### config.mk
export PLATFORM = sky130hd
export DESIGN_NAME = DataMem
export DESIGN_NICKNAME = d
export VERILOG_FILES = /design/src/hdl/cpuPkg.sv /design/src/hdl/DataMem.sv
export SDC_FILE = /design/constraint.sdc
export NUM_CORES = 2
export LEC_CHECK = 0
export BUFFER_PORTS_ARGS = -buffer_cell sky130_fd_sc_hd__buf_2
export CAP_MARGIN = 30
export CORE_ASPECT_RATIO = 0.9
export CORE_MARGIN = 3
export CORE_UTILIZATION = 66
export CTS_CLUSTER_DIAMETER = 60
export CTS_CLUSTER_SIZE = 12
export DETAILED_ROUTE_END_ITERATION = 12
export PLACE_DENSITY_LB_ADDON = 0.3
export SLEW_MARGIN = 20
export SYNTH_ARGS = -nofsm -noshare
export SYNTH_HDL_FRONTEND = slang
export SYNTH_SLANG_ARGS = --single-unit
### constraint.sdc
create_clock -name clk -period 4 [get_ports clk]
set_input_delay 0.4 -clock clk [delete_from_list [all_inputs] [get_ports clk]]
set_output_delay 0.4 -clock clk [all_outputs]
set_load 0.03 [all_outputs]
### src/hdl/cpuPkg.sv
// datapath widths, ALU operations and control bundle used across the processor core
`default_nettype none

package cpuPkg;

  localparam int DATA_W    = 8;
  localparam int REG_COUNT = 16;
  localparam int REG_AW    = $clog2(REG_COUNT);  // register index width
  localparam int MEM_DEPTH = 2 ** DATA_W;        // data memory is fully addressed by a byte
  localparam int LUT_DEPTH = 32;
  localparam int LUT_AW    = $clog2(LUT_DEPTH);

  // lookup table rule: entry i holds address i * LUT_STRIDE
  localparam int LUT_STRIDE = 8;

  typedef enum logic [3:0] {
    add    = 4'd0,
    sub    = 4'd1,
    lsl    = 4'd2,
    asr    = 4'd3,
    lsr    = 4'd4,
    bitNot = 4'd5,
    bitAnd = 4'd6,
    bitOr  = 4'd7,
    mul    = 4'd8,
    passA  = 4'd15  // result is operand a
  } aluOpE;

  typedef struct packed {
    logic  regWrite;
    logic  memWrite;
    logic  branch;
    logic  halt;
    aluOpE aluOp;
  } ctrlS;

endpackage

`default_nettype wire

### src/hdl/DataMem.sv
// data memory with asynchronous read, clocked write and the lb / sb address table
`timescale 1ns/100ps
`default_nettype none

module DataMem (
  input  logic                        clk,
  input  logic                        rst,
  input  logic [cpuPkg::DATA_W-1:0]   memAddr,
  input  logic [cpuPkg::DATA_W-1:0]   memIn,
  input  logic                        memWrite,
  input  logic [cpuPkg::LUT_AW-1:0]   lutIdx,
  output logic [cpuPkg::DATA_W-1:0]   memOut,
  output logic [cpuPkg::DATA_W-1:0]   lutOut
);

  logic [cpuPkg::DATA_W-1:0] mem [cpuPkg::MEM_DEPTH];
  logic [cpuPkg::DATA_W-1:0] lut [cpuPkg::LUT_DEPTH];

  always_ff @(posedge clk) begin
    if (rst) begin
      for (int i = 0; i < cpuPkg::MEM_DEPTH; i++) begin
        mem[i] <= '0;
      end
    end else if (memWrite) begin
      mem[memAddr] <= memIn;
    end
  end

  // fixed table, entry i points at i * stride
  always_comb begin
    for (int i = 0; i < cpuPkg::LUT_DEPTH; i++) begin
      lut[i] = cpuPkg::DATA_W'(i * cpuPkg::LUT_STRIDE);
    end
  end

  assign memOut = mem[memAddr];
  assign lutOut = lut[lutIdx];

endmodule

`default_nettype wire

# Word level (Yosys, flattened, before mapping)
# Memory sizes are Yosys's and may differ from the RTL's.
# Cells that the tools add are included.
dict set report classes {
  order_cmp 1
  muxes 10
  bitwise_logic 1
  reduce_logical 1
}
# operator n
set op_table {}
lappend op_table {{$mux 8} 4}
lappend op_table {{$reduce_or 8->1} 1}
lappend op_table {{$ge 6x6->1 const B} 1}
lappend op_table {{$mux 1} 6}
lappend op_table {{$not 5->6} 1}
dict set report word_totals {
  reg_bits 0
  mem_bits_rw 2048
  rom_bits 256
  inputBits 24
  elab_cells 15
  n_memories 2
}
# memory depth width read_ports rd_ports_with_merged_regs wr line_no
set mem_list {}
lappend mem_list {mem 256 8 1 0 256 DataMem.sv:16} ;# logic [cpuPkg::DATA_W-1:0] mem [cpuPkg::MEM_DEPTH];
lappend mem_list {{(no name shown)} 32 8 1 0 0 DataMem.sv:37} ;# assign lutOut = lut[lutIdx];

# Depth between registers and ports, before layout
dict set report depth {
  depth_word 5
  depth_mapped 9
  mapped_depth_nobuf 5
}

# Worst setup path after synthesis
# Ideal clock, no wire load.
dict set report synth_path {
  path_type {input -> output}
  start {input memAddr[1] in the netlist's numbering}
  end {output memOut[0] in the netlist's numbering}
  arrival_ns 2.575
  t_required_ns 3.600
  setup_slack_ns 1.025
  cell_stages 9
  path_cell_list {clkbuf_1 buf_2 clkbuf_1 buf_1 mux4_2 a22oi_1 a21oi_1 o41ai_1 nand4_1}
}
dict set report synth_between {
  elab_chain_len 1
}
# item line_no
set synth_rtl {}
lappend synth_rtl {{from (decl)} DataMem.sv:8} ;# input logic [cpuPkg::DATA_W-1:0] memAddr,
lappend synth_rtl {{$mem_v2 256x8} -}
lappend synth_rtl {{to (decl)} DataMem.sv:12} ;# output logic [cpuPkg::DATA_W-1:0] memOut,
# No other way between the ends.

# Final worst setup path
dict set report layout_path {
  start {memory mem[28][7] in the netlist's numbering}
  end {output memOut[7] in the netlist's numbering}
}
dict set report layout_between {
  elab_chain_len 1
}
# item line_no
set layout_rtl {}
lappend layout_rtl {{from (decl)} DataMem.sv:16}
lappend layout_rtl {{$mem_v2 256x8} -}
# No other way between the ends.

==> out/metrics.cfg <==
[run_status]
status = finished, violations left
violations = negative setup slack

[finish]
top_regs = mem (2048)
syn_to_final_growth_pct = 8.754
final_cell_mix = 2,048 x edfxtp_1, 1,184 x and3_1, 865 x and2_1
instances_no_fill = 7902
final_common_cell = edfxtp_1
nets = 6037
largest_reg_flops = 2048
top_register = mem
drive_gt1_frac = 0.2045

[pwr]
p_switching_mw = 10.12
power_mw = 44.63
p_sw_frac = 0.2267
comb_power_share = 0.080
max-vdd-ir-drop_mv = 0.4602
p_int_mw = 34.52
power.share.clock = 0.361
p_leak_nw = 39.28
pwr-share-seq = 0.560
power.density_mw_per_mm2 = 434.3

[sta]
period_share = 1.009
worstMarginPinSlew_ns = 1.325
period_needed_ns = 4.036
max_freq_ghz = 0.2478
slew_headroom = 0.1168
worst_slack_ns = -0.03598
whs_ns = 0.2617
finalSetupViolations = 1
maxSlewViolCount = 0
setup_tns_ns = -0.03598
rsz0062_at_grt = yes
final_hold_viol_count = 0

[setup_path]
worst-path-max-fanout = 1
startpoint = mem[28][7]
startpoint_type = flip-flop
cp_data_arrival_time_ns = 3.64
crit_path_end_kind = output port
crit_required_ns = 3.60
crit_chain = mux4_2, a22oi_1, a21oi_1, o41ai_2, nand4_1, buf_2
slowest_stage = o41ai_2
slowest_delay_ns = 0.56
crit_type = flip-flop to output port

[placement]
port_buffers = 26
place_congestion = 0.8916
place_inst = 7681
dpl.hpwl_um = 149100

[route]
vias = 56900
dr.pass1.iters = 6
drt_iter0_markers = 9201
final_antenna_net_count = 0
viasPerCell = 7.201
drcViolationCount = 0
wirelength_um = 248100
post_drt_wl_per_cell_um = 31.39

[synthesis]
synth_area_per_cell_um2 = 15.18
netlist-cell-type-count = 28
yosysTopAreaCell = edfxtp_1
synth_top_area_frac = 0.6508
synth-seq-cells = 2048
ys_seq_area_frac = 0.6508
synth_cells = 6226
yosysWarningCount = 0
netlist_top_cells_area = edfxtp_1 65%, mux4_2 12%, and3_1 7.8%
syn_area_mm2 = 0.09450

[floorplan]
ios = 40
die-area_mm2 = 0.1478
rows = 131
dieWidth_um = 404.9
die_y_um = 365.0
start_util = 0.6658
core_mm2 = 0.1419

[worst_hold_path]
hold_start = rst
min_to = mem[82][5]
hold_class = input pin to flip-flop
holdPathStages = 2

[flow_run]
max_cap_violations = 0

[clocking]
clk_pin_slew_ns = 0.06
cts_tree = done
cts_sinks = 2048
htree_levels = 4
clock_path_buffers = 3
cts_inserted_buffers = 189
cts-root-buf = clkbuf_16

[global_routing]
track_usage = 0.3409
grt_overflow = 0
grt_pass1_vias = 56890
grt_pass1_wl_um = 371300
antenna_found_initial = 11
grt_max_degree = 144

## cell families after synthesis
group           share of synthesized area
compound gates                    0.04192
other cells                    0.00003968
simple gates                       0.1530
mux                                0.1220
buf+inv                           0.03227
flops                              0.6508
## worst max path at each step
stage	end	slack [ns]	depth (start not counted)
2_1_floorplan	memOut[0]	1.03	9
3_3_place_gp	memOut[1]	-0.49	9
3_5_place_dp	memOut[1]	-0.45	9
4_1_cts	memOut[2]	0.01	7
5_1_grt	memOut[4]	-0.06	7
6_report	memOut[7]	-0.04	6
## worst max-delay path, delay by kind of cell, from the launching register on
kind	cells	cell delay, ns
AO/OA/AOI/OAI	3	1.18
buffers and inverters	1	0.31
flip-flops	1	0.40
multiplexers	1	0.49
AND/OR/NAND/NOR	1	0.41
## layer usage
layer  up-vias  wire length, um  GRT usage
met5         -               27          0
met4         4            10440     0.1424
met3       603            33520    0.08154
met2      4224           114900     0.5172
met1     28620            89150     0.4839
li1      23450                -          -
## cells in the mapped netlist
| cell type | n |
|---|---|
| buf_6 | 15 |
| nor3_1 | 23 |
| a22oi_1 | 256 |
| nor3_2 | 10 |
| buf_1 | 31 |
| o41ai_1 | 31 |
| or2_1 | 1 |
| or3_1 | 1 |
| or2_2 | 110 |
| nor4_1 | 5 |
| nor2_1 | 98 |
| nand2b_1 | 9 |
| buf_2 | 58 |
| and2_1 | 866 |
| nand3_1 | 9 |
| nor2b_1 | 13 |
| buf_4 | 19 |
| o21bai_1 | 12 |
| mux4_2 | 512 |
| edfxtp_1 | 2048 |
| a21o_1 | 136 |
| nand4_1 | 11 |
| conb_1 | 1 |
| a21oi_1 | 128 |
| clkbuf_1 | 621 |
| o41ai_2 | 1 |
| and3_1 | 1184 |
| nand2_1 | 17 |
## cell type report
| class | instances | area (um^2) |
|---|---|---|
| Antenna cell | 7 | 17.52 |
| Clock buffer | 195 | 4816 |
| Clock inverter | 16 | 216.5 |
| Fill cell | 8424 | 39170 |
| Multi-Input combinational cell | 3436 | 30400 |
| Sequential cell | 2048 | 61500 |
| Tap cell | 1862 | 2330 |
| Timing Repair Buffer | 338 | 3490 |
## per-stage QoR
stage | instance area (um^2) | utilization | worst slack [ns]
finish | 102800 | 0.7240 | -0.03598
global route | 102800 | 0.7239 | -0.06173
CTS | 102600 | 0.7228 | 0.01021
detailed placement | 97400 | 0.6862 | -0.4497
global placement | 97400 | 0.6862 | -0.4948
floorplan | 94510 | - | 1.025
## power by group through the flow
stage	combinational, mW	clock, mW	sequential [mW]
finish	3.57	16.1	25.0
global route	3.70	16.9	25.1
CTS	3.48	16.1	25.0
detailed placement	3.44	0	25.4
global placement	3.39	0	25.3
floorplan	2.24	0	25.2
## timing repair
action / in CTS / in global routing
buffers inserted: 0 / 0
setup endpoints to repair: 8 / 7
cloned: 1 / 1
gates resized for setup: 19 / 21
hold buffers: 0 / 0
pin swaps: 4 / 6
Power figures use the tool's default switching activity.
