## config.mk

```make
export PLATFORM = sky130hd
export DESIGN_NAME = FetchUnit
export DESIGN_NICKNAME = d
export VERILOG_FILES = /design/src/hdl/cpuPkg.sv /design/src/hdl/isaPkg.sv /design/src/hdl/FetchUnit.sv
export SDC_FILE = /design/constraint.sdc
export NUM_CORES = 2
export LEC_CHECK = 0
export BUFFER_PORTS_ARGS = -buffer_cell sky130_fd_sc_hd__buf_2
export CAP_MARGIN = 20
export CORE_MARGIN = 2
export CORE_UTILIZATION = 55
export DETAILED_ROUTE_END_ITERATION = 7
export GPL_TIMING_DRIVEN = 0
export PLACE_DENSITY_LB_ADDON = 0.25
export SYNTH_ARGS = -nofsm -noshare
export SYNTH_HDL_FRONTEND = slang
export SYNTH_SLANG_ARGS = --single-unit
```

## constraint.sdc

```tcl
create_clock -name clk -period 9.7 [get_ports clk]
set_clock_uncertainty 0.15 [all_clocks]
set_input_delay 1.94 -clock clk [delete_from_list [all_inputs] [get_ports clk]]
set_output_delay 1.94 -clock clk [all_outputs]
set_load 0.03 [all_outputs]
```

## src/hdl/cpuPkg.sv

```systemverilog
// datapath widths, ALU operations and control bundle used across the processor core
`default_nettype none

package cpuPkg;

  localparam int DATA_W    = 8;
  localparam int REG_COUNT = 16;
  localparam int REG_AW    = $clog2(REG_COUNT);  // register index width
  localparam int MEM_DEPTH = 2 ** DATA_W;        // data memory is fully addressed by a byte
  localparam int LUT_DEPTH = 32;
  localparam int LUT_AW    = $clog2(LUT_DEPTH);

  // lookup table rule: entry i holds address i * LUT_STRIDE
  localparam int LUT_STRIDE = 8;

  typedef enum logic [3:0] {
    add    = 4'd0,
    sub    = 4'd1,
    lsl    = 4'd2,
    asr    = 4'd3,
    lsr    = 4'd4,
    bitNot = 4'd5,
    bitAnd = 4'd6,
    bitOr  = 4'd7,
    mul    = 4'd8,
    passA  = 4'd15  // result is operand a
  } aluOpE;

  typedef struct packed {
    logic  regWrite;
    logic  memWrite;
    logic  branch;
    logic  halt;
    aluOpE aluOp;
  } ctrlS;

endpackage

`default_nettype wire

```

## src/hdl/isaPkg.sv

```systemverilog
// instruction set definitions, shared by the decoder, the fetch unit and the testbench
`default_nettype none

package isaPkg;

  localparam int INSTR_W    = 9;                   // instruction word width
  localparam int IMEM_DEPTH = 256;                 // instruction memory words
  localparam int PC_W       = $clog2(IMEM_DEPTH);  // pc width

  typedef enum logic [2:0] {
    rType0 = 3'b000,  // add, sub, register load / store
    lb     = 3'b001,
    sb     = 3'b010,
    addi   = 3'b011,
    branch = 3'b100,
    move   = 3'b101,
    rType1 = 3'b110,  // shifts and not
    rType2 = 3'b111   // logic, mul, halt
  } opcodeE;

  // funct codes, one group per R-type opcode
  localparam logic [1:0] FUNCT_ADD   = 2'b00;
  localparam logic [1:0] FUNCT_SUB   = 2'b01;
  localparam logic [1:0] FUNCT_LOAD  = 2'b10;
  localparam logic [1:0] FUNCT_STORE = 2'b11;
  localparam logic [1:0] FUNCT_LSL   = 2'b00;
  localparam logic [1:0] FUNCT_ASR   = 2'b01;
  localparam logic [1:0] FUNCT_LSR   = 2'b10;
  localparam logic [1:0] FUNCT_NOT   = 2'b11;
  localparam logic [1:0] FUNCT_AND   = 2'b00;
  localparam logic [1:0] FUNCT_OR    = 2'b01;
  localparam logic [1:0] FUNCT_MUL   = 2'b10;
  localparam logic [1:0] FUNCT_HALT  = 2'b11;

  typedef struct packed {
    opcodeE     opcode;
    logic [1:0] funct;
    logic [3:0] rd;     // destination, or source of a register store
  } rViewS;

  typedef struct packed {
    opcodeE     opcode;
    logic [4:0] immed;  // lut index or addi constant
    logic       sel;    // picks R0 or R1
  } iViewS;

  typedef union packed {
    rViewS rView;
    iViewS iView;
  } instrU;

endpackage

`default_nettype wire
```

## src/hdl/FetchUnit.sv

```systemverilog
// program counter and instruction memory, loaded through a write port while in reset
`timescale 1ns/100ps
`default_nettype none

module FetchUnit (
  input  logic                         clk,
  input  logic                         rst,
  input  logic                         imemWe,
  input  logic [isaPkg::PC_W-1:0]      imemAddr,
  input  logic [isaPkg::INSTR_W-1:0]   imemData,
  input  logic                         branch,
  input  logic                         halt,
  input  logic [cpuPkg::DATA_W-1:0]    datA,
  output isaPkg::instrU                instr,
  output logic [isaPkg::PC_W-1:0]      pc,
  output logic                         halted
);

  logic [isaPkg::INSTR_W-1:0] imem [isaPkg::IMEM_DEPTH];
  logic [5:0]                 offset;      // signed branch offset, bits 5..0
  logic [isaPkg::PC_W-1:0]    branchTarget;

  // program survives reset, only the load port writes it
  always_ff @(posedge clk) begin
    if (imemWe) begin
      imem[imemAddr] <= imemData;
    end
  end

  assign instr        = imem[pc];
  assign offset       = {instr.iView.immed, instr.iView.sel};
  assign branchTarget = pc + {{(isaPkg::PC_W - 6){offset[5]}}, offset};

  always_ff @(posedge clk) begin
    if (rst) begin
      pc     <= '0;
      halted <= 1'b0;
    end else if (halt || halted) begin
      halted <= 1'b1;  // pc holds from here on
    end else if (branch && datA == '0) begin
      pc <= branchTarget;  // taken when R0 is zero
    end else begin
      pc <= pc + 1'b1;
    end
  end

endmodule

`default_nettype wire

```

---- Word-level counts from Yosys, hierarchy flattened ----
Memories as Yosys holds them, arrays and structs flattened. A register that Yosys moved wholly into a read port is not among the register bits.
Cells that the tools add are included.
cells by class
  add/sub/neg operators ................... 2
  mux-type cells .......................... 5
  reduce and logical (&&, ||, !) cells .... 3
operators by type and width
  operator             number
  $mux 8               3
  $add 8x1->8 const B  1
  $add 8x8->8          1
  $logic_not 8->1      1
  $mux 1               2
  $logic_and 1x1->1    1
  $logic_or 1x1->1     1
word-level totals
  bits in registers ....................... 9
  logic and storage cells ................. 13
  bits in writable memories ............... 2304
  memories kept ........................... 1
  input bits .............................. 30
memories
  memory  depth  width  rd ports  clocked after Yosys merged registers in  write ports  line             source
  imem    256    9      1         1                                        1            FetchUnit.sv:19  logic [isaPkg::INSTR_W-1:0] imem [isaPkg::IMEM_DEPTH];

---- Depth between registers and ports, before layout ----
  word-level depth ........................ 5
  depth in mapped cells ................... 22
  depth with buffers taken out ............ 16

---- Least setup slack after synthesis ----
OpenSTA, ideal clock, no wires.
  kind .................................... flip-flop to output port
  start ................................... register with a tool-made name
  end ..................................... output port instr[2] (netlist bit)
  arrival ................................. 3003 ps
  data required time ...................... 7610 ps
  setup slack ............................. 4607 ps
  stages on the path, launching flop included .. 11
  path buffers ............................ 5
  cells stage by stage .................... dfxtp_1 buf_6 buf_6 buf_2 buf_2 buf_1 mux4_2 mux4_2 mux4_2 a22oi_1 nand2_1
RTL lines
  what              line             source
  end: declaration  FetchUnit.sv:14  output isaPkg::instrU instr,

==> summary.md <==
| Metric | Value |
|---|---|
| Minimum clock period | 8.739 ns |
| Clock Sinks | 2321 |
| Leak pwr | 30.98 nW |
| CP arrival | 6.65 ns |
| Die Y | 408.1 µm |
| Most numerous cell on the critical path | buf_2 |
| DRT iter0 DRCs | 8568 |
| Placed Area | 94200 µm² |
| RSZ-0062 raised after global routing | false |
| Initial antenna violation count | 14 |
| Drt total wl | 278.4 mm |
| Worst-path cell with the longest stage delay | a22oi_1 |
| Clk Latency, worst-skew pair | 0.92 ns |
| Largest net degree at the start of global routing | 178 |
| Number of synthesized flops with an enable pin | 2304 |
| # setup viols final | 0 |
| Top cell type's share of synthesized area | 0.7704 |
| Crit-path cells | buf_6 > buf_6 > buf_2 > buf_2 > buf_2 > mux4_2 > mux4_2 > mux4_2 > a22oi_1 > nand2_1 > buf_2 |
| Share of cells above drive strength 1 | 0.3113 |
| Tot GR Track Use | 0.3371 |
| Main flop type after synthesis | edfxtp_1 |
| Commonest cells post-synth | edfxtp_1 (2304), mux4_2 (720), nor2_1 (276) |
| Top-count cell post-synth | edfxtp_1 |
| Row cnt | 148 |
| Synth async-reset ratio | 0 |
| Total gr overflow | 0 |
| Yosys warning count | 0 |
| Max_slew headroom | 0.1561 |
| Final nets | 4267 |
| CP endpoint kind | output port |
| Final instance area | 101900 µm² |
| CTS resizes | 0 |
| Worst hold path class | flip-flop to flip-flop |
| First-pass GRT wire length | 374.1 mm |
| Core area | 162400 µm² |
| # Post-CTS Setup Buffers | 0 |
| Post-Synthesis Mean Instance Area | 23.50 µm² |
| Fillers | 10797 |
| Final Hold Viols | 0 |
| Num CTS Buffers | 222 |
| Slowest cell delay on critical path | 0.96 ns |
| Die W | 408.1 µm |
| Distinct cell type count after synthesis | 50 |
| Fraction of the cycle the final worst path needs | 0.9009 |
| Vias in the first global route | 43949 |
| Max-slew violations | 0 |
| H-Tree Depth | 4 |
| Post-synthesis mux area share | 0.1858 |
| Area contributors post-synth | edfxtp_1 (77%), mux4_2 (18%), nor2_1 (1.2%) |
| First-pass detailed-route iteration total | 6 |
| CP Class | flip-flop to output port |
| Crit-path max FO | 11 |
| Post-synthesis adder-cell area fraction | 0.001198 |
| Register bit total from synthesis | 2321 |
| Pwr dens | 207.6 nW/µm² |
| Tightest Pin Transition | 1.266 ns |
| Drt via density | 6.973 |
| Gate Count Post-Synth | 3821 |
| Sequential fraction of the synthesis area | 0.7742 |
| Io pins | 48 |
| Synth Area in XOR/XNOR | 0.0004876 |
| Area grow syn2layout | 13.41% |
| Area leader, netlist | edfxtp_1 |
| Crit start category | flip-flop |
| Clock Tree Buf Depth | 3 |
| Total Power | 0.02114 W |
| Simple-gate share of the synthesized area | 0.01988 |
| Largest family of logic cells by synthesized area | multiplexers |
| Wire per inst | 42.17 µm |
| Cell area after synthesis | 89810 µm² |
| Maximum Capacitance Violations | 0 |
| Initial Util | 0.5530 |
| Outcome | completed |
| DRC viols | 0 |
| F_max | 0.1144 GHz |
| Via Count | 46027 |
| IO Port Bufs | 41 |
| Compound-Gate Fraction of Synth Area | 0.005573 |
| Worst endpoint required time | 7.61 ns |
| CTS tree | done |
| Syn nets | 3859 |
| Clock-pin slew on the worst setup and hold paths | 0.06 ns |
| Detail Route Antenna Nets | 0 |
| Post-Route Setup TNS | 0 ns |
| GPL Wtd Cong | 1.042 |
| Hold-fix buffers at CTS | 0 |
| CTS Root Cell | clkbuf_16 |
| Die area | 166500 µm² |
| Post-DP HPWL | 187.3 mm |
| Max IR drop VDD | 0.2012 mV |
==> final cells by class <==
| class | count | area (µm²) | area share |
|---|---|---|---|
| flip-flops and latches | 2321 | 69530 | 0.6826 |
| multi-input cells | 1271 | 19150 | 0.1880 |
| clock buffers | 269 | 5803 | 0.05697 |
| well taps | 2175 | 2721 | 0.02672 |
| repair buffers | 184 | 2058 | 0.02021 |
| clock inverters | 140 | 1380 | 0.01355 |
| plain buffers | 218 | 1145 | 0.01124 |
| inverters | 11 | 41.29 | 0.0004054 |
| diodes | 12 | 30.03 | 0.0002948 |
==> state kept, by name (all words and copies together) (netlist names), named ones only <==
| signal | count |
|---|---|
| halted | 1 |
| pc | 8 |
| imem | 2304 |
==> final timing paths <==
check / slack [ns] / cells past startpoint / start / endpoint
worst max-delay path: 0.96 / 11 / flip-flop / instr[4]
worst min-delay path: 0.35 / 2 / pc[0] / pc[0]
worst max register to register: 1.94 / 16 / flip-flop / pc[7]
worst min register to register: 0.35 / 2 / pc[0] / pc[0]
==> cell usage in the layout (no fill, tap or decap), types with 14 or more instances in the layout <==
master	instances
edfxtp_1	2304
mux4_2	720
nor2_1	267
clkbuf_16	223
buf_2	129
clkbuf_1	105
buf_4	72
clkinv_1	63
buf_6	56
nand2_1	45
mux2i_1	41
clkinv_2	41
buf_8	38
nand3_1	33
bufinv_16	22
dfxtp_1	17
nor2b_1	16
a21oi_1	16
clkbuf_8	15
a22oi_1	14
==> per-layer routing <==
metal / wire (µm) / up-vias / GRT usage
li1: - / 17141 / -
met1: 97390 / 24361 / 0.4549
met2: 120900 / 3804 / 0.4790
met3: 44210 / 707 / 0.1457
met4: 15510 / 14 / 0.1526
met5: 302 / - / 0.009195
==> critical path, delay by kind of cell, from the launching register on <==
family,cells,cell delay [ns]
AOI/OAI and AO/OA,1,0.96
buffers and inverters,6,2.66
muxes,3,1.61
DFF,1,0.32
and+or+nand+nor,1,0.13
==> through the flow <==
step / instances / setup slack [ns] / hold slack (ns) / utilization
after floorplan: 3821 / 4.607 / 0.4560 / -
after global placement: 6037 / 1.616 / 0.3416 / 0.5710
after detailed placement: 6136 / 2.258 / 0.3401 / 0.5800
after CTS: 6545 / 1.303 / 0.3501 / 0.6243
after global routing: 6590 / 1.151 / 0.4019 / 0.6270
final: 6601 / 0.9608 / 0.3484 / 0.6272
==> report_power, final <==
group | switching (W) | internal (W)
registers | 0.0000106 | 0.0110
clock network | 0.00381 | 0.00485
logic | 0.000939 | 0.000486
==> kinds of logic (layout without fill, tap and decap cells) <==
group,count (synthesis),count (layout)
fa+ha+maj,8,8
mux,766,766
other cells,0,12
simple gates,418,418
buf+inv,229,822
xor+xnor,5,5
compound gates,74,74
flops,2321,2321
Power figures use the tool's default switching activity.
