**src/hdl/cpuPkg.sv**
```systemverilog
// datapath widths, ALU operations and control bundle used across the processor core
`default_nettype none

package cpuPkg;

  localparam int DATA_W    = 8;
  localparam int REG_COUNT = 16;
  localparam int REG_AW    = $clog2(REG_COUNT);  // register index width
  localparam int MEM_DEPTH = 2 ** DATA_W;        // data memory is fully addressed by a byte
  localparam int LUT_DEPTH = 32;
  localparam int LUT_AW    = $clog2(LUT_DEPTH);

  // lookup table rule: entry i holds address i * LUT_STRIDE
  localparam int LUT_STRIDE = 8;

  typedef enum logic [3:0] {
    add    = 4'd0,
    sub    = 4'd1,
    lsl    = 4'd2,
    asr    = 4'd3,
    lsr    = 4'd4,
    bitNot = 4'd5,
    bitAnd = 4'd6,
    bitOr  = 4'd7,
    mul    = 4'd8,
    passA  = 4'd15  // result is operand a
  } aluOpE;

  typedef struct packed {
    logic  regWrite;
    logic  memWrite;
    logic  branch;
    logic  halt;
    aluOpE aluOp;
  } ctrlS;

endpackage

`default_nettype wire

```
**src/hdl/RegFile.sv**
```systemverilog
// register file of the core, two asynchronous read ports and one clocked write port
`timescale 1ns/100ps
`default_nettype none

module RegFile (
  input  logic                        clk,
  input  logic                        rst,
  input  logic [cpuPkg::REG_AW-1:0]   regA,
  input  logic [cpuPkg::REG_AW-1:0]   regB,
  input  logic [cpuPkg::REG_AW-1:0]   wrAddr,
  input  logic                        regWrite,
  input  logic [cpuPkg::DATA_W-1:0]   datIn,
  output logic [cpuPkg::DATA_W-1:0]   datA,
  output logic [cpuPkg::DATA_W-1:0]   datB
);

  logic [cpuPkg::DATA_W-1:0] regs [cpuPkg::REG_COUNT];

  always_ff @(posedge clk) begin
    if (rst) begin
      for (int i = 0; i < cpuPkg::REG_COUNT; i++) begin
        regs[i] <= '0;
      end
    end else if (regWrite) begin
      regs[wrAddr] <= datIn;
    end
  end

  // reads see the old value during a write cycle
  assign datA = regs[regA];
  assign datB = regs[regB];

endmodule

`default_nettype wire

```
**config.mk**
```make
export PLATFORM = sky130hd
export DESIGN_NAME = RegFile
export DESIGN_NICKNAME = d
export VERILOG_FILES = /design/src/hdl/cpuPkg.sv /design/src/hdl/RegFile.sv
export SDC_FILE = /design/constraint.sdc
export NUM_CORES = 1
export LEC_CHECK = 0
export ABC_AREA = 1
export BUFFER_PORTS_ARGS = -buffer_cell sky130_fd_sc_hd__buf_4
export CORE_ASPECT_RATIO = 1.75
export CORE_UTILIZATION = 40
export CTS_BUF_LIST = sky130_fd_sc_hd__clkbuf_8
export CTS_CLUSTER_SIZE = 14
export DETAILED_ROUTE_END_ITERATION = 6
export GPL_TIMING_DRIVEN = 0
export MAX_ROUTING_LAYER = met4
export PLACE_DENSITY = 0.58
export SYNTH_ARGS = -nofsm -noshare
export SYNTH_HDL_FRONTEND = slang
export SYNTH_SLANG_ARGS = --single-unit
```
**constraint.sdc**
```tcl
create_clock -name clk -period 1.97 [get_ports clk]
set_input_delay 0.197 -clock clk [delete_from_list [all_inputs] [get_ports clk]]
set_output_delay 0.197 -clock clk [all_outputs]
set_load 0.1 [all_outputs]
```
==> Yosys cells after proc, flatten, opt, wreduce, memory -nomap -nowiden <==
Memory sizes are Yosys's and may differ from the RTL's.
Index checks and enable logic that the tools add are counted.
{ "classes": {"n_mux": 8, "reduce_logical": 1} }
{ "ops": {"columns": ["op", "count"], "rows": [
  ["$mux 8", 1],
  ["$reduce_or 8->1", 1],
  ["$mux 1", 6],
  ["$mux 4", 1]
]} }
{ "word_totals": {"inputBits": 23, "n_memories": 1, "ramBits": 128, "register_bits": 0, "word_cells": 10, "out_inout_bits": 16} }
{ "mem_list": {"columns": ["memory", "depth", "word_bits", "read_ports", "rd_clocked_by_memory_dff", "wr", "line_no", "rtl"], "rows": [
  ["regs", 16, 8, 2, 0, 16, "RegFile.sv:17", "logic [cpuPkg::DATA_W-1:0] regs [cpuPkg::REG_COUNT];"]
]} }

==> Depth between registers and ports, before layout <==
Gate-level depths: netlist of the first run.
{ "logic_depth": {"word_depth": 5, "mapped_depth": 7, "mapped_depth_nobuf": 6} }

==> Worst setup path after synthesis of the first run <==
No wires, ideal clock.
{ "synth_timing": {"path_kind": "input to output", "from": "input regA[1] (netlist name)", "to": "output datA[1] (netlist name)", "required_time_ns": 1.773, "setup_slack_ns": 0.270, "cell_stages": 6, "t_arrival_ns": 1.503, "path_buffers": 2, "path_cell_list": "buf_2 clkbuf_1 nand3_1 nand3_1 nand3_1 nand2_1"} }
{ "synth_between": {"elab_chain_cells": 1} }
{ "synth_rtl": {"columns": ["item", "line_no", "rtl"], "rows": [
  ["start, declared", "RegFile.sv:8", "input logic [cpuPkg::REG_AW-1:0] regA,"],
  ["$mem_v2 16x8", null, null],
  ["end, declared", "RegFile.sv:13", "output logic [cpuPkg::DATA_W-1:0] datA,"]
]} }
No other way between the ends.

==> results of run 1 <==
==> what timing repair did <==
item,CTS,global route
cloned,0,0
pin swaps,0,0
setup buffers,0,0
setup endpoints to repair,15,12
resized for setup,14,28
==> how the worst max path moves through the flow <==
stage | slack (ps) | to | cells after the start
after floorplan | 270 | datA[1] | 6
after global placement | -200 | regs[11][3] | 6
after detailed placement | -210 | regs[11][2] | 6
after CTS | 10 | datA[1] | 9
after global routing | -20 | datA[1] | 7
final | 20 | datB[1] | 7
==> synth_stat cells <==
cell type and n:
nand2_2 16, buf_2 26, edfxtp_1 128, nand2_1 290
inv_1 147, nand3_1 224, clkbuf_1 29, inv_2 3
nor3_4 4, buf_1 2, nor2_1 131
==> layer usage <==
layer / track usage (%) / vias up / routed length (microns)
li1: - / 3282 / -
met1: 37.0 / 3253 / 11300
met2: 57.5 / 326 / 15500
met3: 4.73 / 123 / 1600
met4: 24.2 / 0 / 2420
met5: - / - / 0
==> kinds of logic (layout without fill, tap and decap cells) <==
group,count (synthesis),in the layout,synth area share [%]
flops,128,128,51.1
buf+inv,207,270,10.8
simple gates,665,665,38.1
==> per-stage QoR <==
step                      TNS, ps  util (%)  total power, mW  std cells
final                           0      46.0             6.85       1301
after global routing        -28.4      46.0             7.05       1301
after CTS                       0      45.6             6.81       1301
after detailed placement    -8210      43.6             4.65       1270
after global placement      -7320      43.6             4.65       1270
after floorplan                 0         -             4.16       1000
==> power by group through the flow <==
stage	clock network, mW	logic [mW]	registers, mW
2_1_floorplan	0	0.925	3.23
3_3_place_gp	0	1.40	3.25
3_5_place_dp	0	1.40	3.25
4_1_cts	2.22	1.40	3.19
5_1_grt	2.31	1.54	3.21
6_report	2.21	1.46	3.19
==> critical path, delay by kind of cell, from the launching register on <==
kind	cells	cell delay, ps
simple gates	5	580
flops	1	360
buf+inv	2	350
==> cell type report <==
cell class,instances,area (sq um),area share [%]
Clock buffer,17,234,2.75
Timing Repair Buffer,32,274,3.22
Buffer,57,268,3.14
Sequential cell,128,3840,45.1
Tap cell,238,298,3.50
Clock inverter,14,126,1.48
Inverter,150,563,6.61
Multi-Input combinational cell,665,2910,34.2
==> cell usage in the layout, fill, tap and decap left out, types with 7 or more instances in the layout <==
cell	synthesis	routed
inv_2	3	7
buf_2	26	26
buf_6	0	7
edfxtp_1	128	128
clkbuf_8	0	17
nand2_2	16	16
clkbuf_2	0	17
nor2_1	131	131
clkbuf_1	29	12
nand3_1	224	215
buf_4	0	24
nand3_2	0	9
inv_1	147	145
nand2_1	290	290
==> results.md, run 1 <==
* # port buffers at 32
* Area Overhead vs Synth at 13.3%
* Vias in the first global route at about 6800
* Minimum clock period at around 1900 ps
* Number of flip-flops in the largest register at 128
* Switching fraction of total power at roughly 33%
* Core area at around 0.018 sq mm
* Vias per cell at around 5.4
* Final wirelength at a little over 30000 microns
* Initial antenna violation count at 0
* GRT overflow at 0
* Pre-antenna DRT Iters at 6
* Worst-path clk slew at 80 ps
* # diodes at 0
* Tcrit/Tclk final at between 90% and 100%
* Max-slew violation count at 0
* Maximum net fanout on the critical path at 2
* Leak at between 4 and 5 nW
* Biggest regs: regs (128)
* # DRC at 0
* Vert. Die Dim at ~180 microns
* GRT Util Overall at between 30% and 40%
* Worst Hold End: regs[5][7]
* H-tree levels at 4
* Worst path slowest cell: edfxtp_1
* Die span in x at 106 microns
* Comb pwr share at a little over a fifth
* Hold WC Path Type: primary input to register
* Req. time, crit path at roughly 1800 ps
* Rel. slew slack at between 30% and 40%
* Dpl cell area at slightly above 0.008 sq mm
* Reg with most FFs: regs
* Fin area at between 0.008 and 0.009 sq mm
* CTS tree: built
* Clk network pwr share at 32.2%
* Num CTS Buffers at 17
* Final setup vio count at 0
* Share of layout cells above drive strength 1 at 13.0%
* Net Count, Synth at between 1000 and 1500
* Synth area leaders: edfxtp_1, nand3_1, nand2_1
* Worst setup SP type: register
* Syn Inst Count at 1000
* Top-area cell type share of the netlist area at between 50% and 60%
* First-pass GRT wire length at approximately 45000 microns
* Largest net degree at the start of global routing at 17
* Critical Path Max Stage Delay at between 300 and 400 ps
* CTS Sinks at 128
* Synthesized flop and latch total at 128
* Flop pwr share at 46.5%
* Slew @ Worst Pin at just over 900 ps
* Final Hold Fails at 0
* Critical path data arrival time at around 1800 ps
* Hold_buf cts at 0
* Vias at approximately 7000
* Hold Path Origin: datIn[7]
* Post-synthesis cell area at approximately 0.0075 sq mm
* CP startpoint: regs[7][1]
* Synth Warn # at 0
* Seq/Total Area, Yosys at between 50% and 60%
* Final #Nets at between 1000 and 1500
* Io pins at 39
* Capturing element type of the critical path: primary output
* Cell variety after synth at 11
* Placer congestion estimate at 1.03
* Final worst slack at between 20 and 25 ps
* Power Internal at about 4.6 mW
* Cell accounting for the most synthesized area: edfxtp_1
* Maximum VDD drop at 0.703 mV
* Mean post-synth cell area at 7.52 sq um
* Starting DRT DRC Count at about 740
* Cell Chain, Critical Path: inv_1 > nand2_1 > nand3_1 > nand3_1 > nand3_2 > nand2_1 > buf_4
* Routed Antenna Nets at 0
* RSZ-0062 raised after global routing: true
* Clock Tree Buf Depth at 2
* Dpl ws at -213 ps
* Status: finished, final reports clean
* Root Driver: clkbuf_8
* HPWL after DPL at roughly 23000 microns
* Critical path class: register to primary output
* Die area at 0.0194 sq mm
* Power per cell area at 805 mW/mm^2
* Starting Density at 40.7%
* Worst Hold Slack at approximately 160 ps
* WHS Path Cells at 3
* P_sw at about 2.3 mW
* Fmax at ~500 MHz
* Max_cap viols at 0
* WL per Instance at ~24 microns
* Fill cell count at approximately 1900
* Row cnt at 66
(Power assumes the default switching activity.)
==> run 2: changes to the inputs <==
--- a/config.mk
+++ b/config.mk
@@ -8,10 +8,12 @@
 export ABC_AREA = 1
 export BUFFER_PORTS_ARGS = -buffer_cell sky130_fd_sc_hd__buf_4
 export CORE_ASPECT_RATIO = 1.75
+export CORE_MARGIN = 2
 export CORE_UTILIZATION = 40
 export CTS_BUF_LIST = sky130_fd_sc_hd__clkbuf_8
 export CTS_CLUSTER_SIZE = 14
 export DETAILED_ROUTE_END_ITERATION = 6
+export GPL_ROUTABILITY_DRIVEN = 0
 export GPL_TIMING_DRIVEN = 0
 export MAX_ROUTING_LAYER = met4
 export PLACE_DENSITY = 0.58
==> run 2 against run 1 <==
Effect of this change: via count grew 1.7%; wire length fell by 8.9%; clock power grew 7%; worst setup slack improved by 6.4 ps; core utilization rose by 0.14 points; die area rose by 3.0%; flip-flop and latch count is the same; first-iteration DRC count rose by 22%; count of clock-buffer cells in the layout unchanged; cell count stayed put; final area increased by 0.31%; sequential share of layout area is 0.14 points lower; largest power group unchanged.
==> results.md, run 2 (synthesized netlist as in run 1, its figures left out) <==
* Fmax at 516 MHz
* Row cnt at 66
* Max-slew violation count at 0
* Leak at 4.06 nW
* Fin area at ~0.0085 sq mm
* # port buffers at 32
* Final wirelength at ~28000 microns
* WL per Instance at ~22 microns
* CTS tree: built
* Biggest regs: regs (128)
* Worst Hold Slack at approximately 150 ps
* Critical path class: register to primary output
* First-pass GRT wire length at 41700 microns
* CTS Sinks at roughly 130
* # DRC at 0
* Largest net degree at the start of global routing at 17
* Pwr Total at between 6 and 7 mW
* Crit-path most repeated cell: nand3_1
* GRT overflow at 0
* Finished Core Util at 46.2%
* Clk network pwr share at 34.0%
* Vias per cell at approximately 5.5
* Hold WC Path Type: primary input to register
* Core area at between 0.015 and 0.02 sq mm
* Max_cap viols at 0
* Die area at 0.0200 sq mm
* Die span in x at 108 microns
* Area Overhead vs Synth at 13.6%
* Minimum clock period at 1940 ps
* Starting DRT DRC Count at between 900 and 1000
* # diodes at 0
* Reg with most FFs: regs
* Number of flip-flops in the largest register at 128
* Worst path slowest cell: edfxtp_1
* H-tree levels at 4
* Routed Antenna Nets at 0
* Maximum net fanout on the critical path at 2
* Maximum VDD drop at a little under 0.4 mV
* Tcrit/Tclk final at slightly below 100%
* Vert. Die Dim at around 190 microns
* Comb pwr share at about a fifth
* Req. time, crit path at between 1500 and 2000 ps
* Clock Tree Buf Depth at 2
* Setup bufs post-CTS at 0
* Pre-antenna DRT Iters at 5
* Flop pwr share at between 40% and 50%
* Worst setup SP type: register
* Worst-path clk slew at ~80 ps
* Fill cell count at ~1900
* Vias in the first global route at slightly below 7000
* Cell Chain, Critical Path: inv_1 > nand2_1 > nand3_1 > nand3_1 > nand3_1 > nand2_1 > buf_6
* Hold_buf cts at 0
* HPWL after DPL at approximately 21000 microns
* Power per cell area at approximately 820 mW/mm^2
* Dpl cell area at approximately 0.0081 sq mm
* Most common cell after layout, fill and taps aside: nand2_1
* Slew @ Worst Pin at 897 ps
* Switching fraction of total power at between 30 and 40%
* GRT Util Overall at 30.2%
* Final setup vio count at 0
* Initial antenna violation count at 0
* Critical Path Max Stage Delay at around 380 ps
* RSZ-0062 raised after global routing: false
* P_sw at approximately 2.3 mW
* Num CTS Buffers at 17
* Starting Density at about two fifths
* Most frequent cells in the layout: nand2_1, nand3_1, inv_1
* Io pins at 39
* Share of layout cells above drive strength 1 at roughly an eighth
* Rel. slew slack at 40.2%
* Final #Nets at 1074
* Critical path data arrival time at between 1500 and 2000 ps
* Vias at ~7100
* Status: finished, final reports clean
* Final Hold Fails at 0
* Setup_tns at 0 ps
* Capturing element type of the critical path: primary output
* Power Internal at between 4 and 5 mW
* Root Driver: clkbuf_8
-- run 2: cell count changes in the layout (fill, tap and decap cells not counted) --
cell | before | now
buf_4 | 24 | 21
nand3_1 | 215 | 219
clkbuf_1 | 12 | 14
clkinv_1 | 2 | 0
buf_8 | 1 | 0
buf_6 | 7 | 11
nand3_2 | 9 | 5
inv_2 | 7 | 3
clkbuf_2 | 17 | 15
inv_1 | 145 | 147
clkinv_4 | 0 | 3
bufinv_16 | 2 | 3
-- run 2: worst paths after layout --
| path | from | to | depth (start not counted) | slack (ps) |
|---|---|---|---|---|
| hold / removal | datIn[7] | regs[3][7] | 3 | 150 |
| setup / recovery | regs[7][2] | datA[2] | 7 | 30 |
-- run 2: final cells by class --
| cell class | instances | area, sq um | share of cell area (%) |
|---|---|---|---|
| Sequential cell | 128 | 3840 | 45.0 |
| Clock inverter | 14 | 168 | 1.96 |
| Clock buffer | 17 | 234 | 2.74 |
| Timing Repair Buffer | 32 | 282 | 3.29 |
| Tap cell | 238 | 298 | 3.49 |
| Buffer | 57 | 265 | 3.10 |
| Multi-Input combinational cell | 665 | 2890 | 33.8 |
| Inverter | 150 | 563 | 6.59 |
-- run 2: what timing repair did --
| action | in CTS | in global routing |
|---|---|---|
| resized for setup | 6 | 34 |
| endpoints found under the setup margin | 10 | 16 |
| pin swaps | 0 | 0 |
-- run 2: metrics by stage --
step	setup WS [ps]	cells
floorplan	270	1000
global placement	-143	1270
detailed placement	-184	1270
CTS	11.7	1301
global route	2.35	1301
finish	30.4	1301
-- run 2: routing by layer --
metal,track usage [%],share of wire (%),vias to the layer above
li1,-,-,3275
met1,34.0,35,3211
met2,48.1,48,465
met3,4.54,8.0,150
met4,22.8,9.1,0
met5,-,0,-
-- run 2: worst max-delay path, delay by kind of cell (launching register included) --
kind / cells / cell delay [ps]
buf+inv: 2 / 410
flops: 1 / 380
simple gates: 5 / 500
-- run 2: power by group through the flow --
stage	Sequential (mW)	Combinational (mW)	Clock (mW)
2_1_floorplan	3.23	0.925	0
3_3_place_gp	3.24	1.35	0
3_5_place_dp	3.25	1.36	0
4_1_cts	3.19	1.36	2.39
5_1_grt	3.20	1.50	2.50
6_report	3.19	1.42	2.37
