===== src/hdl/cpuPkg.sv =====
// datapath widths, ALU operations and control bundle used across the processor core
`default_nettype none

package cpuPkg;

  localparam int DATA_W    = 8;
  localparam int REG_COUNT = 16;
  localparam int REG_AW    = $clog2(REG_COUNT);  // register index width
  localparam int MEM_DEPTH = 2 ** DATA_W;        // data memory is fully addressed by a byte
  localparam int LUT_DEPTH = 32;
  localparam int LUT_AW    = $clog2(LUT_DEPTH);

  // lookup table rule: entry i holds address i * LUT_STRIDE
  localparam int LUT_STRIDE = 8;

  typedef enum logic [3:0] {
    add    = 4'd0,
    sub    = 4'd1,
    lsl    = 4'd2,
    asr    = 4'd3,
    lsr    = 4'd4,
    bitNot = 4'd5,
    bitAnd = 4'd6,
    bitOr  = 4'd7,
    mul    = 4'd8,
    passA  = 4'd15  // result is operand a
  } aluOpE;

  typedef struct packed {
    logic  regWrite;
    logic  memWrite;
    logic  branch;
    logic  halt;
    aluOpE aluOp;
  } ctrlS;

endpackage

`default_nettype wire


===== src/hdl/Alu.sv =====
// combinational 8-bit ALU of the core
`timescale 1ns/100ps
`default_nettype none

module Alu (
  input  logic [cpuPkg::DATA_W-1:0] aluA,
  input  logic [cpuPkg::DATA_W-1:0] aluB,
  input  cpuPkg::aluOpE             aluOp,
  output logic [cpuPkg::DATA_W-1:0] aluResult
);

  logic [2:0] shamt;  // shifts only look at the low bits of b

  assign shamt = aluB[2:0];

  always_comb begin
    case (aluOp)
      cpuPkg::add:    aluResult = aluA + aluB;
      cpuPkg::sub:    aluResult = aluA - aluB;
      cpuPkg::lsl:    aluResult = aluA << shamt;
      cpuPkg::asr:    aluResult = cpuPkg::DATA_W'($signed(aluA) >>> shamt);  // sign fill
      cpuPkg::lsr:    aluResult = aluA >> shamt;
      cpuPkg::bitNot: aluResult = ~aluA;
      cpuPkg::bitAnd: aluResult = aluA & aluB;
      cpuPkg::bitOr:  aluResult = aluA | aluB;
      cpuPkg::mul:    aluResult = aluA * aluB;  // low byte of the product
      cpuPkg::passA:  aluResult = aluA;
      default:        aluResult = aluA;
    endcase
  end

endmodule

`default_nettype wire


===== config.mk =====
export PLATFORM = sky130hd
export DESIGN_NAME = Alu
export DESIGN_NICKNAME = d
export VERILOG_FILES = /design/src/hdl/cpuPkg.sv /design/src/hdl/Alu.sv
export SDC_FILE = /design/constraint.sdc
export NUM_CORES = 1
export LEC_CHECK = 0
export ABC_AREA = 1
export BUFFER_PORTS_ARGS = -buffer_cell sky130_fd_sc_hd__buf_2
export CORE_AREA = 2 2 68 70
export DETAILED_ROUTE_END_ITERATION = 8
export DIE_AREA = 0 0 70 72
export PLACE_DENSITY = 0.78
export SLEW_MARGIN = 20
export SYNTH_ARGS = -nofsm -noshare
export SYNTH_HDL_FRONTEND = slang
export SYNTH_SLANG_ARGS = --single-unit
export TNS_END_PERCENT = 10

===== constraint.sdc =====
create_clock -name vclk -period 8.38
set_input_delay 0.419 -clock vclk [all_inputs]
set_output_delay 0.419 -clock vclk [all_outputs]
set_load 0.05 [all_outputs]

Word-level counts from Yosys, hierarchy flattened
Index checks and enable logic that the tools add are counted.

storage, ports and cells
  flip-flop bits (word level) = 0
  bits of input ports = 20

operators by class
  $add $sub $neg = 2
  $mul = 1
  equal/unequal tests = 8
  shift operators = 3
  mux-type cells = 1
  bitwise logic cells = 3
  reduce and logical (&&, ||, !) cells = 1

operator list
  operator              count
  $pmux W8 S9           1
  $eq A4 B3 Y1 const B  4
  $add A8 B8 Y8         1
  $and A8 B8 Y8         1
  $eq A4 B2 Y1 const B  2
  $mul A8 B8 Y8         1
  $not A8 Y8            1
  $or A8 B8 Y8          1
  $shl A8 B3 Y8         1
  $shr A8 B3 Y8         1
  $sshr A8 B3 Y8        1
  $sub A8 B8 Y8         1
  $eq A4 B1 Y1 const B  1
  $eq A4 B4 Y1 const B  1
  $logic_not A4 Y1      1

Longest topological paths before layout
Gate-level depths: netlist of the first run.

  depth in word-level cells = 2
  depth in mapped cells = 23
  depth with buffers taken out = 21

Least setup slack after synthesis of the first run
OpenSTA, ideal clock, no wires.

  path type = input-to-output
  from = input port aluB[2] (netlist name)
  to = output port aluResult[7] (netlist name)
  arrival = 4.160 ns
  data required time = 7.961 ns
  path slack = 3.801 ns
  cell stages on the path = 22
  cells stage by stage = buf_2 > buf_2 > nand2_1 > fa_1 > fa_1 > inv_1 > fa_1 > inv_1 > fa_1 > inv_1 > ha_1 > nand2_1 > nand2_1 > nor2_1 > nand2_1 > nand2_1 > xnor2_1 > nand2_1 > nand3_1 > nand3_1 > nand2_1 > inv_1

between the ends
  cells in the longest elaborated chain, start to end = 2
  elaborated cells on any way between the ends = 7

RTL lines
  what                                         RTL line   text
  start, declared                              Alu.sv:7   input logic [cpuPkg::DATA_W-1:0] aluB,
  $mul A8 B8 Y8, or another cell as far along  Alu.sv:26  cpuPkg::mul: aluResult = aluA * aluB;
  $pmux W8 S9 *                                Alu.sv:17  case (aluOp)
  end, declared                                Alu.sv:9   output logic [cpuPkg::DATA_W-1:0] aluResult

Every way passes the cells marked *; elsewhere a longest branch is shown, timed or not.

Worst setup path in the final report of the first run
Ends and elaborated chain as after synthesis.

==> metrics.txt, run 1 <==
# TYPE chip_impl_metric gauge
chip_impl_info{name="run_status",value="finished clean"} 1
chip_impl_metric{name="vias_per_cell",unit=""} 5.61
chip_impl_metric{name="multi_input_comb_area",unit="mm^2"} 0.00207
chip_impl_metric{name="seq_area_frac_synth",unit="%"} 0
chip_impl_metric{name="power_frac_comb",unit="%"} 100.0
chip_impl_metric{name="boundaryPins",unit=""} 28
chip_impl_metric{name="drcViolationCount",unit=""} 0
chip_impl_metric{name="postSynthAreaPerCell",unit="um^2"} 5.48
chip_impl_metric{name="hold_ws",unit="ns"} 1.40
chip_impl_metric{name="dr_total_vias",unit=""} 2951
chip_impl_metric{name="leakage",unit="nW"} 1.62
chip_impl_metric{name="drt-initial-drc-count",unit=""} 199
chip_impl_metric{name="grt_antenna_before_repair",unit=""} 0
chip_impl_metric{name="hold_buffers",unit=""} 0
chip_impl_metric{name="io_buffers",unit=""} 28
chip_impl_metric{name="die_area",unit="mm^2"} 0.00504
chip_impl_info{name="timing.critical_path.to_type",value="output port"} 1
chip_impl_metric{name="start_util",unit="%"} 59.2
chip_impl_info{name="startpoint_type",value="input port"} 1
chip_impl_metric{name="cts_setup_buffers",unit=""} 0
chip_impl_metric{name="worst_ep_arrival_time",unit="ns"} 4.40
chip_impl_metric{name="layout.filler_cells",unit=""} 447
chip_impl_metric{name="post-route-min-period",unit="ns"} 4.82
chip_impl_metric{name="final_hold_viol_count",unit=""} 0
chip_impl_metric{name="design.core.area",unit="mm^2"} 0.00426
chip_impl_metric{name="layout.area.seq",unit="um^2"} 0
chip_impl_metric{name="worst_ir_drop_vdd",unit="mV"} 0.0488
chip_impl_info{name="critical_path_cell_by_cell",value="buf_2, nand2_1, fa_1, fa_1, inv_1, fa_1, inv_1, fa_1, inv_1, ha_1, nand2_1, nor2_1, nor2_1, nand2_1, nand2_1, nand3_1, nand2_1, nand2_1, nand3_1, nand3_1, nand2_1, inv_1, buf_2"} 1
chip_impl_metric{name="finalSetupViolations",unit=""} 0
chip_impl_info{name="critical_path.slowest_cell",value="sky130_fd_sc_hd__fa_1"} 1
chip_impl_metric{name="grt_pass1_wl",unit="mm"} 12.4
chip_impl_metric{name="grt_remaining_overflow",unit=""} 0
chip_impl_metric{name="die_width",unit="um"} 70
chip_impl_info{name="hold_path.class",value="in -> out"} 1
chip_impl_metric{name="largest_stage_delay_worst_path",unit="ns"} 0.54
chip_impl_info{name="grt_setup_unrepaired",value="no"} 1
chip_impl_metric{name="seq_cell_count",unit=""} 0
chip_impl_metric{name="cp_data_required_time",unit="ns"} 7.96
chip_impl_metric{name="grt_util_all_layers",unit="%"} 29.7
chip_impl_metric{name="layout_nets",unit=""} 536
chip_impl_metric{name="power.clock.fraction",unit="%"} 0
chip_impl_metric{name="internal_power",unit="W"} 0.0000770
chip_impl_info{name="worstHoldEndpoint",value="aluResult[4]"} 1
chip_impl_metric{name="first_global_vias",unit=""} 2686
chip_impl_metric{name="route.final.wire_length",unit="mm"} 7.36
chip_impl_metric{name="worst_slew_pin_slew",unit="ns"} 0.377
chip_impl_metric{name="number_of_clock_buffers_in_the_layout",unit=""} 0
chip_impl_metric{name="drtAntennaViolNets",unit=""} 0
chip_impl_metric{name="power_switching_share",unit="%"} 66.0
chip_impl_metric{name="synthesis.yosys.warnings",unit=""} 0
chip_impl_metric{name="area_added_between_synthesis_and_finish",unit="%"} 4.46
chip_impl_metric{name="final_sum_of_negative_setup_slack",unit="ns"} 0
chip_impl_metric{name="share_of_the_cycle_needed_by_the_critical_path_after_routing",unit="%"} 57.5
chip_impl_metric{name="syn-instance-count",unit=""} 461
chip_impl_metric{name="number_of_gates_resized_after_cts",unit=""} 0
chip_impl_metric{name="power-per-cell-area",unit="mW/mm^2"} 86.0
chip_impl_metric{name="post_synth_instance_area",unit="mm^2"} 0.00252
chip_impl_metric{name="layout-drive-gt1-share",unit="%"} 9.28
chip_impl_metric{name="grt_max_degree",unit=""} 25
chip_impl_metric{name="max-cap-violations",unit=""} 0
chip_impl_info{name="synth_area_leader_cell",value="sky130_fd_sc_hd__nand2_1"} 1
chip_impl_info{name="hold_path.startpoint",value="aluA[4]"} 1
chip_impl_metric{name="place_hpwl",unit="mm"} 6.12
chip_impl_metric{name="placement_rows",unit=""} 24
chip_impl_metric{name="antennaDiodeCount",unit=""} 0
chip_impl_info{name="netlist_top_cells_area",value="sky130_fd_sc_hd__nand2_1 20%, sky130_fd_sc_hd__ha_1 13%, sky130_fd_sc_hd__inv_1 13%"} 1
chip_impl_info{name="timing_worst_setup_path_type",value="in -> out"} 1
chip_impl_info{name="synthTopCellsByCount",value="136 x sky130_fd_sc_hd__nand2_1, 89 x sky130_fd_sc_hd__inv_1, 34 x sky130_fd_sc_hd__nand3_1"} 1
chip_impl_metric{name="floorplan.die.height",unit="um"} 72
chip_impl_metric{name="power.sequential.fraction",unit="%"} 0
chip_impl_metric{name="gp_congestion",unit=""} 0.977
chip_impl_metric{name="routed_wire_length_per_instance",unit="um"} 14.0
chip_impl_metric{name="relSlewSlack",unit="%"} 74.8
chip_impl_metric{name="max_freq",unit="MHz"} 208
chip_impl_metric{name="synth_cell_types",unit=""} 39
chip_impl_metric{name="critPathBufInv",unit=""} 6
chip_impl_metric{name="drtPass1Iterations",unit=""} 5
chip_impl_metric{name="share_of_yosys_cell_area_claimed_by_the_top_area_cell_type",unit="%"} 20.2
chip_impl_info{name="most_frequent_cell_on_the_critical_path",value="sky130_fd_sc_hd__nand2_1"} 1
chip_impl_metric{name="timing_max_transition_violations_final",unit=""} 0
chip_impl_info{name="cell_class_contributing_the_biggest_share_of_worst_path_delay",value="adder cells"} 1
chip_impl_info{name="yosys.cell_count.top_type",value="sky130_fd_sc_hd__nand2_1"} 1
chip_impl_metric{name="mappedNetlistNets",unit=""} 521
chip_impl_metric{name="net-switching-power",unit="W"} 0.000150
chip_impl_metric{name="crit_path_max_fanout",unit=""} 19
chip_impl_metric{name="hold-path-cell-count",unit=""} 4
stage by stage:
step	cell area [um^2]	std cells	setup slack (ns)	utilization [%]	total power [W]
6_report	2640	526	3.56	61.9	0.000227
5_1_grt	2640	526	3.32	61.9	0.000256
4_1_cts	2640	526	3.58	61.9	0.000226
3_5_place_dp	2640	526	3.57	61.9	0.000225
3_3_place_gp	2640	526	3.66	61.9	0.000221
2_1_floorplan	2520	461	3.80	-	0.000173
routing by layer:
layer  up-vias  share of wire (%)  wire (um)  track usage, %
met1      1319                 44       3240            39.5
met5         -                  0          0               0
met2       124                 47       3460            53.4
met3        12                6.8        498            1.53
met4         0                2.3        167            7.05
li1       1496                  -          -               -
cell usage in the layout (no fill, tap or decap):
cell	instances
sky130_fd_sc_hd__xnor2_1	4
sky130_fd_sc_hd__ha_1	27
sky130_fd_sc_hd__o31ai_1	2
sky130_fd_sc_hd__o211ai_1	3
sky130_fd_sc_hd__o211ai_2	1
sky130_fd_sc_hd__fa_1	13
sky130_fd_sc_hd__nor2_1	31
sky130_fd_sc_hd__inv_1	89
sky130_fd_sc_hd__nand3b_1	1
sky130_fd_sc_hd__o2111a_1	1
sky130_fd_sc_hd__o21ai_1	5
sky130_fd_sc_hd__buf_2	28
sky130_fd_sc_hd__clkinv_2	1
sky130_fd_sc_hd__nor2_2	4
sky130_fd_sc_hd__a22o_1	1
sky130_fd_sc_hd__inv_2	6
sky130_fd_sc_hd__o21ai_0	28
sky130_fd_sc_hd__or2_1	1
sky130_fd_sc_hd__a211o_1	1
sky130_fd_sc_hd__a32oi_1	1
sky130_fd_sc_hd__a21oi_1	22
sky130_fd_sc_hd__nand2_1	136
sky130_fd_sc_hd__nand3_1	34
sky130_fd_sc_hd__nand2_2	2
sky130_fd_sc_hd__a31oi_1	2
sky130_fd_sc_hd__nor3_1	7
sky130_fd_sc_hd__o2111ai_1	1
sky130_fd_sc_hd__o21a_1	1
sky130_fd_sc_hd__a21o_1	1
sky130_fd_sc_hd__nor2_4	2
sky130_fd_sc_hd__a211oi_1	2
sky130_fd_sc_hd__a21boi_0	2
sky130_fd_sc_hd__o22ai_1	5
sky130_fd_sc_hd__o311ai_0	1
sky130_fd_sc_hd__nand4_1	3
sky130_fd_sc_hd__xor2_1	5
power groups by stage:
stage	clock (W)	combinational, W	sequential, W
finish	0	0.000227	0
global route	0	0.000256	0
CTS	0	0.000226	0
detailed placement	0	0.000225	0
global placement	0	0.000221	0
floorplan	0	0.000173	0
cell type report:
type,instances,share of cell area [%]
Timing Repair Buffer,28,5.31
Inverter,96,13.7
Multi-Input combinational cell,350,78.5
Tap cell,52,2.47
cell families after synthesis:
| kind of cell | count (synthesis) | synth area share (%) |
|---|---|---|
| xor gates and xnor gates | 9 | 3.12 |
| buffers and inverters | 111 | 18.0 |
| AOI/OAI and AO/OA | 80 | 18.6 |
| and+or+nand+nor | 221 | 36.6 |
| adders and majority gates | 40 | 23.7 |
worst max path at each step:
stage,startpoint,end,slack [ns],cells past startpoint
CTS,aluB[2],aluResult[7],3.58,23
detailed placement,aluB[2],aluResult[7],3.57,23
global route,aluB[2],aluResult[7],3.32,23
finish,aluB[2],aluResult[7],3.56,23
floorplan,aluB[2],aluResult[7],3.80,22
global placement,aluB[2],aluResult[7],3.66,23
worst min-delay path, delay by kind of cell:
family	cells	cell delay, ns
buf+inv	2	0.39
simple gates	2	0.16
(Power assumes the default switching activity.)
==> run 2: changes to the inputs <==
ABC_AREA = 0   (was 1)
PLACE_DENSITY = 0.77   (was 0.78)
clock period = 4.4 ns   (was 8.38 ns; I/O delays follow)
==> run 2 against run 1 <==
  * Wire length fell by 2.3%
  * Synthesized cell count fell by 23%
  * Flip-flop and latch count did not move
  * Critical path type unchanged
==> metrics.txt, run 2 <==
# TYPE chip_impl_metric gauge
chip_impl_info{name="run_status",value="finished clean"} 1
chip_impl_info{name="critical_path_cell_by_cell",value="buf_2, nand2_1, fa_1, fa_1, inv_1, fa_1, inv_1, fa_1, inv_1, ha_1, xor2_1, nor2_1, or4_1, o22a_1, buf_2"} 1
chip_impl_metric{name="max-cap-violations",unit=""} 0
chip_impl_metric{name="syn-instance-count",unit=""} 354
chip_impl_metric{name="seq_cell_count",unit=""} 0
chip_impl_metric{name="final_sum_of_negative_setup_slack",unit="ns"} 0
chip_impl_metric{name="area_added_between_synthesis_and_finish",unit="%"} 6.84
chip_impl_info{name="most_frequent_cell_on_the_critical_path",value="sky130_fd_sc_hd__fa_1"} 1
chip_impl_metric{name="finalSetupViolations",unit=""} 0
chip_impl_metric{name="worst_ep_arrival_time",unit="ns"} 4.02
chip_impl_info{name="yosys.cell_count.top_type",value="sky130_fd_sc_hd__nand2_1"} 1
chip_impl_metric{name="post_synth_instance_area",unit="mm^2"} 0.00238
chip_impl_metric{name="synth_cell_types",unit=""} 57
chip_impl_metric{name="leakage",unit="nW"} 1.19
chip_impl_metric{name="number_of_gates_resized_after_cts",unit=""} 0
chip_impl_metric{name="boundaryPins",unit=""} 28
chip_impl_metric{name="grt_pass1_wl",unit="mm"} 11.7
chip_impl_metric{name="floorplan.die.height",unit="um"} 72
chip_impl_metric{name="share_of_the_cycle_needed_by_the_critical_path_after_routing",unit="%"} 96.4
chip_impl_metric{name="first_global_vias",unit=""} 2353
chip_impl_metric{name="layout_nets",unit=""} 429
chip_impl_metric{name="io_buffers",unit=""} 28
chip_impl_metric{name="layout-drive-gt1-share",unit="%"} 14.2
chip_impl_metric{name="cts_setup_buffers",unit=""} 0
chip_impl_metric{name="drt-initial-drc-count",unit=""} 209
chip_impl_metric{name="cp_data_required_time",unit="ns"} 4.18
chip_impl_metric{name="place_hpwl",unit="mm"} 5.68
chip_impl_metric{name="power-per-cell-area",unit="mW/mm^2"} 175
chip_impl_metric{name="vias_per_cell",unit=""} 6.22
chip_impl_info{name="hold_path.class",value="in -> out"} 1
chip_impl_metric{name="design.core.area",unit="mm^2"} 0.00426
chip_impl_metric{name="seq_area_frac_synth",unit="%"} 0
chip_impl_info{name="hold_path.startpoint",value="aluA[5]"} 1
chip_impl_metric{name="worst_slew_pin_slew",unit="ns"} 0.661
chip_impl_metric{name="grt_util_all_layers",unit="%"} 28.5
chip_impl_metric{name="hold_buffers",unit=""} 0
chip_impl_metric{name="gp_congestion",unit=""} 0.968
chip_impl_metric{name="drcViolationCount",unit=""} 0
chip_impl_info{name="critical_path.slowest_cell",value="sky130_fd_sc_hd__fa_1"} 1
chip_impl_metric{name="postSynthAreaPerCell",unit="um^2"} 6.72
chip_impl_metric{name="timing_max_transition_violations_final",unit=""} 0
chip_impl_info{name="grt_setup_unrepaired",value="no"} 1
chip_impl_info{name="startpoint_type",value="input port"} 1
chip_impl_metric{name="number_of_clock_buffers_in_the_layout",unit=""} 0
chip_impl_metric{name="dr_total_vias",unit=""} 2606
chip_impl_metric{name="grt_use_met3",unit="%"} 1.94
chip_impl_metric{name="fin_ws",unit="ns"} 0.157
chip_impl_metric{name="drtAntennaViolNets",unit=""} 0
chip_impl_metric{name="use_met1",unit="%"} 40.0
chip_impl_info{name="timing_worst_setup_path_type",value="in -> out"} 1
chip_impl_info{name="layout.cells.most_common",value="sky130_fd_sc_hd__nand2_1"} 1
chip_impl_info{name="layer_with_the_highest_usage_after_global_routing",value="met2"} 1
chip_impl_metric{name="start_util",unit="%"} 55.8
chip_impl_metric{name="met2_layer_usage_reported_by_global_route",unit="%"} 48.3
chip_impl_metric{name="drtPass1Iterations",unit=""} 6
chip_impl_metric{name="grt_antenna_before_repair",unit=""} 0
chip_impl_metric{name="grt_remaining_overflow",unit=""} 0
chip_impl_metric{name="die_width",unit="um"} 70
chip_impl_info{name="synthTopCellsByCount",value="47 x sky130_fd_sc_hd__nand2_1, 36 x sky130_fd_sc_hd__inv_1, 27 x sky130_fd_sc_hd__ha_1, 27 x sky130_fd_sc_hd__nor2_1, 21 x sky130_fd_sc_hd__xnor2_1"} 1
chip_impl_metric{name="synthesis.yosys.warnings",unit=""} 0
chip_impl_metric{name="post-route-min-period",unit="ns"} 4.24
chip_impl_metric{name="mappedNetlistNets",unit=""} 414
chip_impl_metric{name="hold-path-cell-count",unit=""} 4
chip_impl_metric{name="largest_stage_delay_worst_path",unit="ns"} 0.55
chip_impl_info{name="netlist_top_cells_area",value="sky130_fd_sc_hd__ha_1 14%, sky130_fd_sc_hd__fa_1 11%, sky130_fd_sc_hd__xnor2_1 7.7%"} 1
chip_impl_metric{name="crit_path_max_fanout",unit=""} 11
chip_impl_metric{name="share_of_yosys_cell_area_claimed_by_the_top_area_cell_type",unit="%"} 14.2
chip_impl_metric{name="placement_rows",unit=""} 24
chip_impl_metric{name="grt_max_degree",unit=""} 31
chip_impl_metric{name="antennaDiodeCount",unit=""} 0
chip_impl_metric{name="max_freq",unit="MHz"} 236
chip_impl_metric{name="layout.area.seq",unit="um^2"} 0
chip_impl_info{name="timing.critical_path.to_type",value="output port"} 1
chip_impl_metric{name="final_hold_viol_count",unit=""} 0
chip_impl_metric{name="routed_wire_length_per_instance",unit="um"} 17.2
chip_impl_metric{name="worst_setup_timing_slack_at_the_placement_stage",unit="ns"} 0.188
chip_impl_info{name="worstHoldEndpoint",value="aluResult[5]"} 1
chip_impl_info{name="synth_area_leader_cell",value="sky130_fd_sc_hd__ha_1"} 1
chip_impl_metric{name="worst_ir_drop_vdd",unit="mV"} 0.101
chip_impl_metric{name="relSlewSlack",unit="%"} 55.5
chip_impl_metric{name="die_area",unit="mm^2"} 0.00504
chip_impl_metric{name="route.final.wire_length",unit="mm"} 7.19
chip_impl_info{name="layout.cells.most_common_list",value="47 x sky130_fd_sc_hd__nand2_1, 36 x sky130_fd_sc_hd__inv_1, 27 x sky130_fd_sc_hd__nor2_1, 27 x sky130_fd_sc_hd__ha_1, 27 x sky130_fd_sc_hd__buf_2"} 1
==> run 2: cell types whose count changed after synthesis, moves of 7 or more <==
cell and delta:
sky130_fd_sc_hd__buf_2 +7, sky130_fd_sc_hd__inv_1 -53, sky130_fd_sc_hd__nand2_1 -89, sky130_fd_sc_hd__nand2b_1 +7
sky130_fd_sc_hd__nand3_1 -28, sky130_fd_sc_hd__o21ai_0 -14, sky130_fd_sc_hd__xnor2_1 +17
==> run 2: cell type report <==
cell class / count / area [um^2]
Multi-Input combinational cell: 289 / 2100
Tap cell: 52 / 65.1
Timing Repair Buffer: 39 / 225
Inverter: 39 / 146
Fill cell: 428 / 1720
==> run 2: how the worst max path moves through the flow <==
stage	start	to	depth (start not counted)	slack (ns)
global placement	aluA[3]	aluResult[6]	15	0.25
detailed placement	aluA[3]	aluResult[7]	16	0.19
finish	aluA[3]	aluResult[6]	15	0.16
floorplan	aluB[2]	aluResult[7]	16	0.09
CTS	aluA[3]	aluResult[6]	15	0.17
global route	aluA[3]	aluResult[7]	16	0.01
==> run 2: report_power, final <==
group	switching, W	total (W)	internal [W]
clock	0	0	0
sequential	0	0	0
combinational	0.000268	0.000444	0.000176
total	0.000268	0.000444	0.000176
==> run 2: routing by layer <==
layer | vias up | wire length [um]
met2 | 176 | 3250
li1 | 1251 | -
met1 | 1154 | 2910
met3 | 25 | 834
met4 | 0 | 196
met5 | - | 0
==> run 2: stage by stage <==
stage,std cells,total power [W],hold slack [ns],instance area (um^2),util [%]
floorplan,354,0.000338,0.716,2380,-
global route,419,0.000492,1.03,2540,59.6
global placement,419,0.000428,0.991,2540,59.5
detailed placement,419,0.000435,0.988,2540,59.5
CTS,419,0.000438,0.988,2540,59.5
finish,419,0.000444,0.996,2540,59.6
==> run 2: critical path, delay by kind of cell <==
family / cells / cell delay, ns
fa+ha+maj: 5 / 2.27
simple gates: 3 / 0.59
buf+inv: 5 / 0.59
xor+xnor: 1 / 0.16
compound gates: 1 / 0.20
==> run 2: cells by family (layout without fill, tap and decap cells) <==
| group | Yosys count | after routing | synth area share [%] |
|---|---|---|---|
| xor+xnor | 26 | 26 | 9.58 |
| simple gates | 123 | 123 | 24.3 |
| fa+ha+maj | 40 | 40 | 25.2 |
| buf+inv | 65 | 78 | 11.5 |
| mux | 6 | 6 | 3.11 |
| compound gates | 94 | 94 | 26.3 |
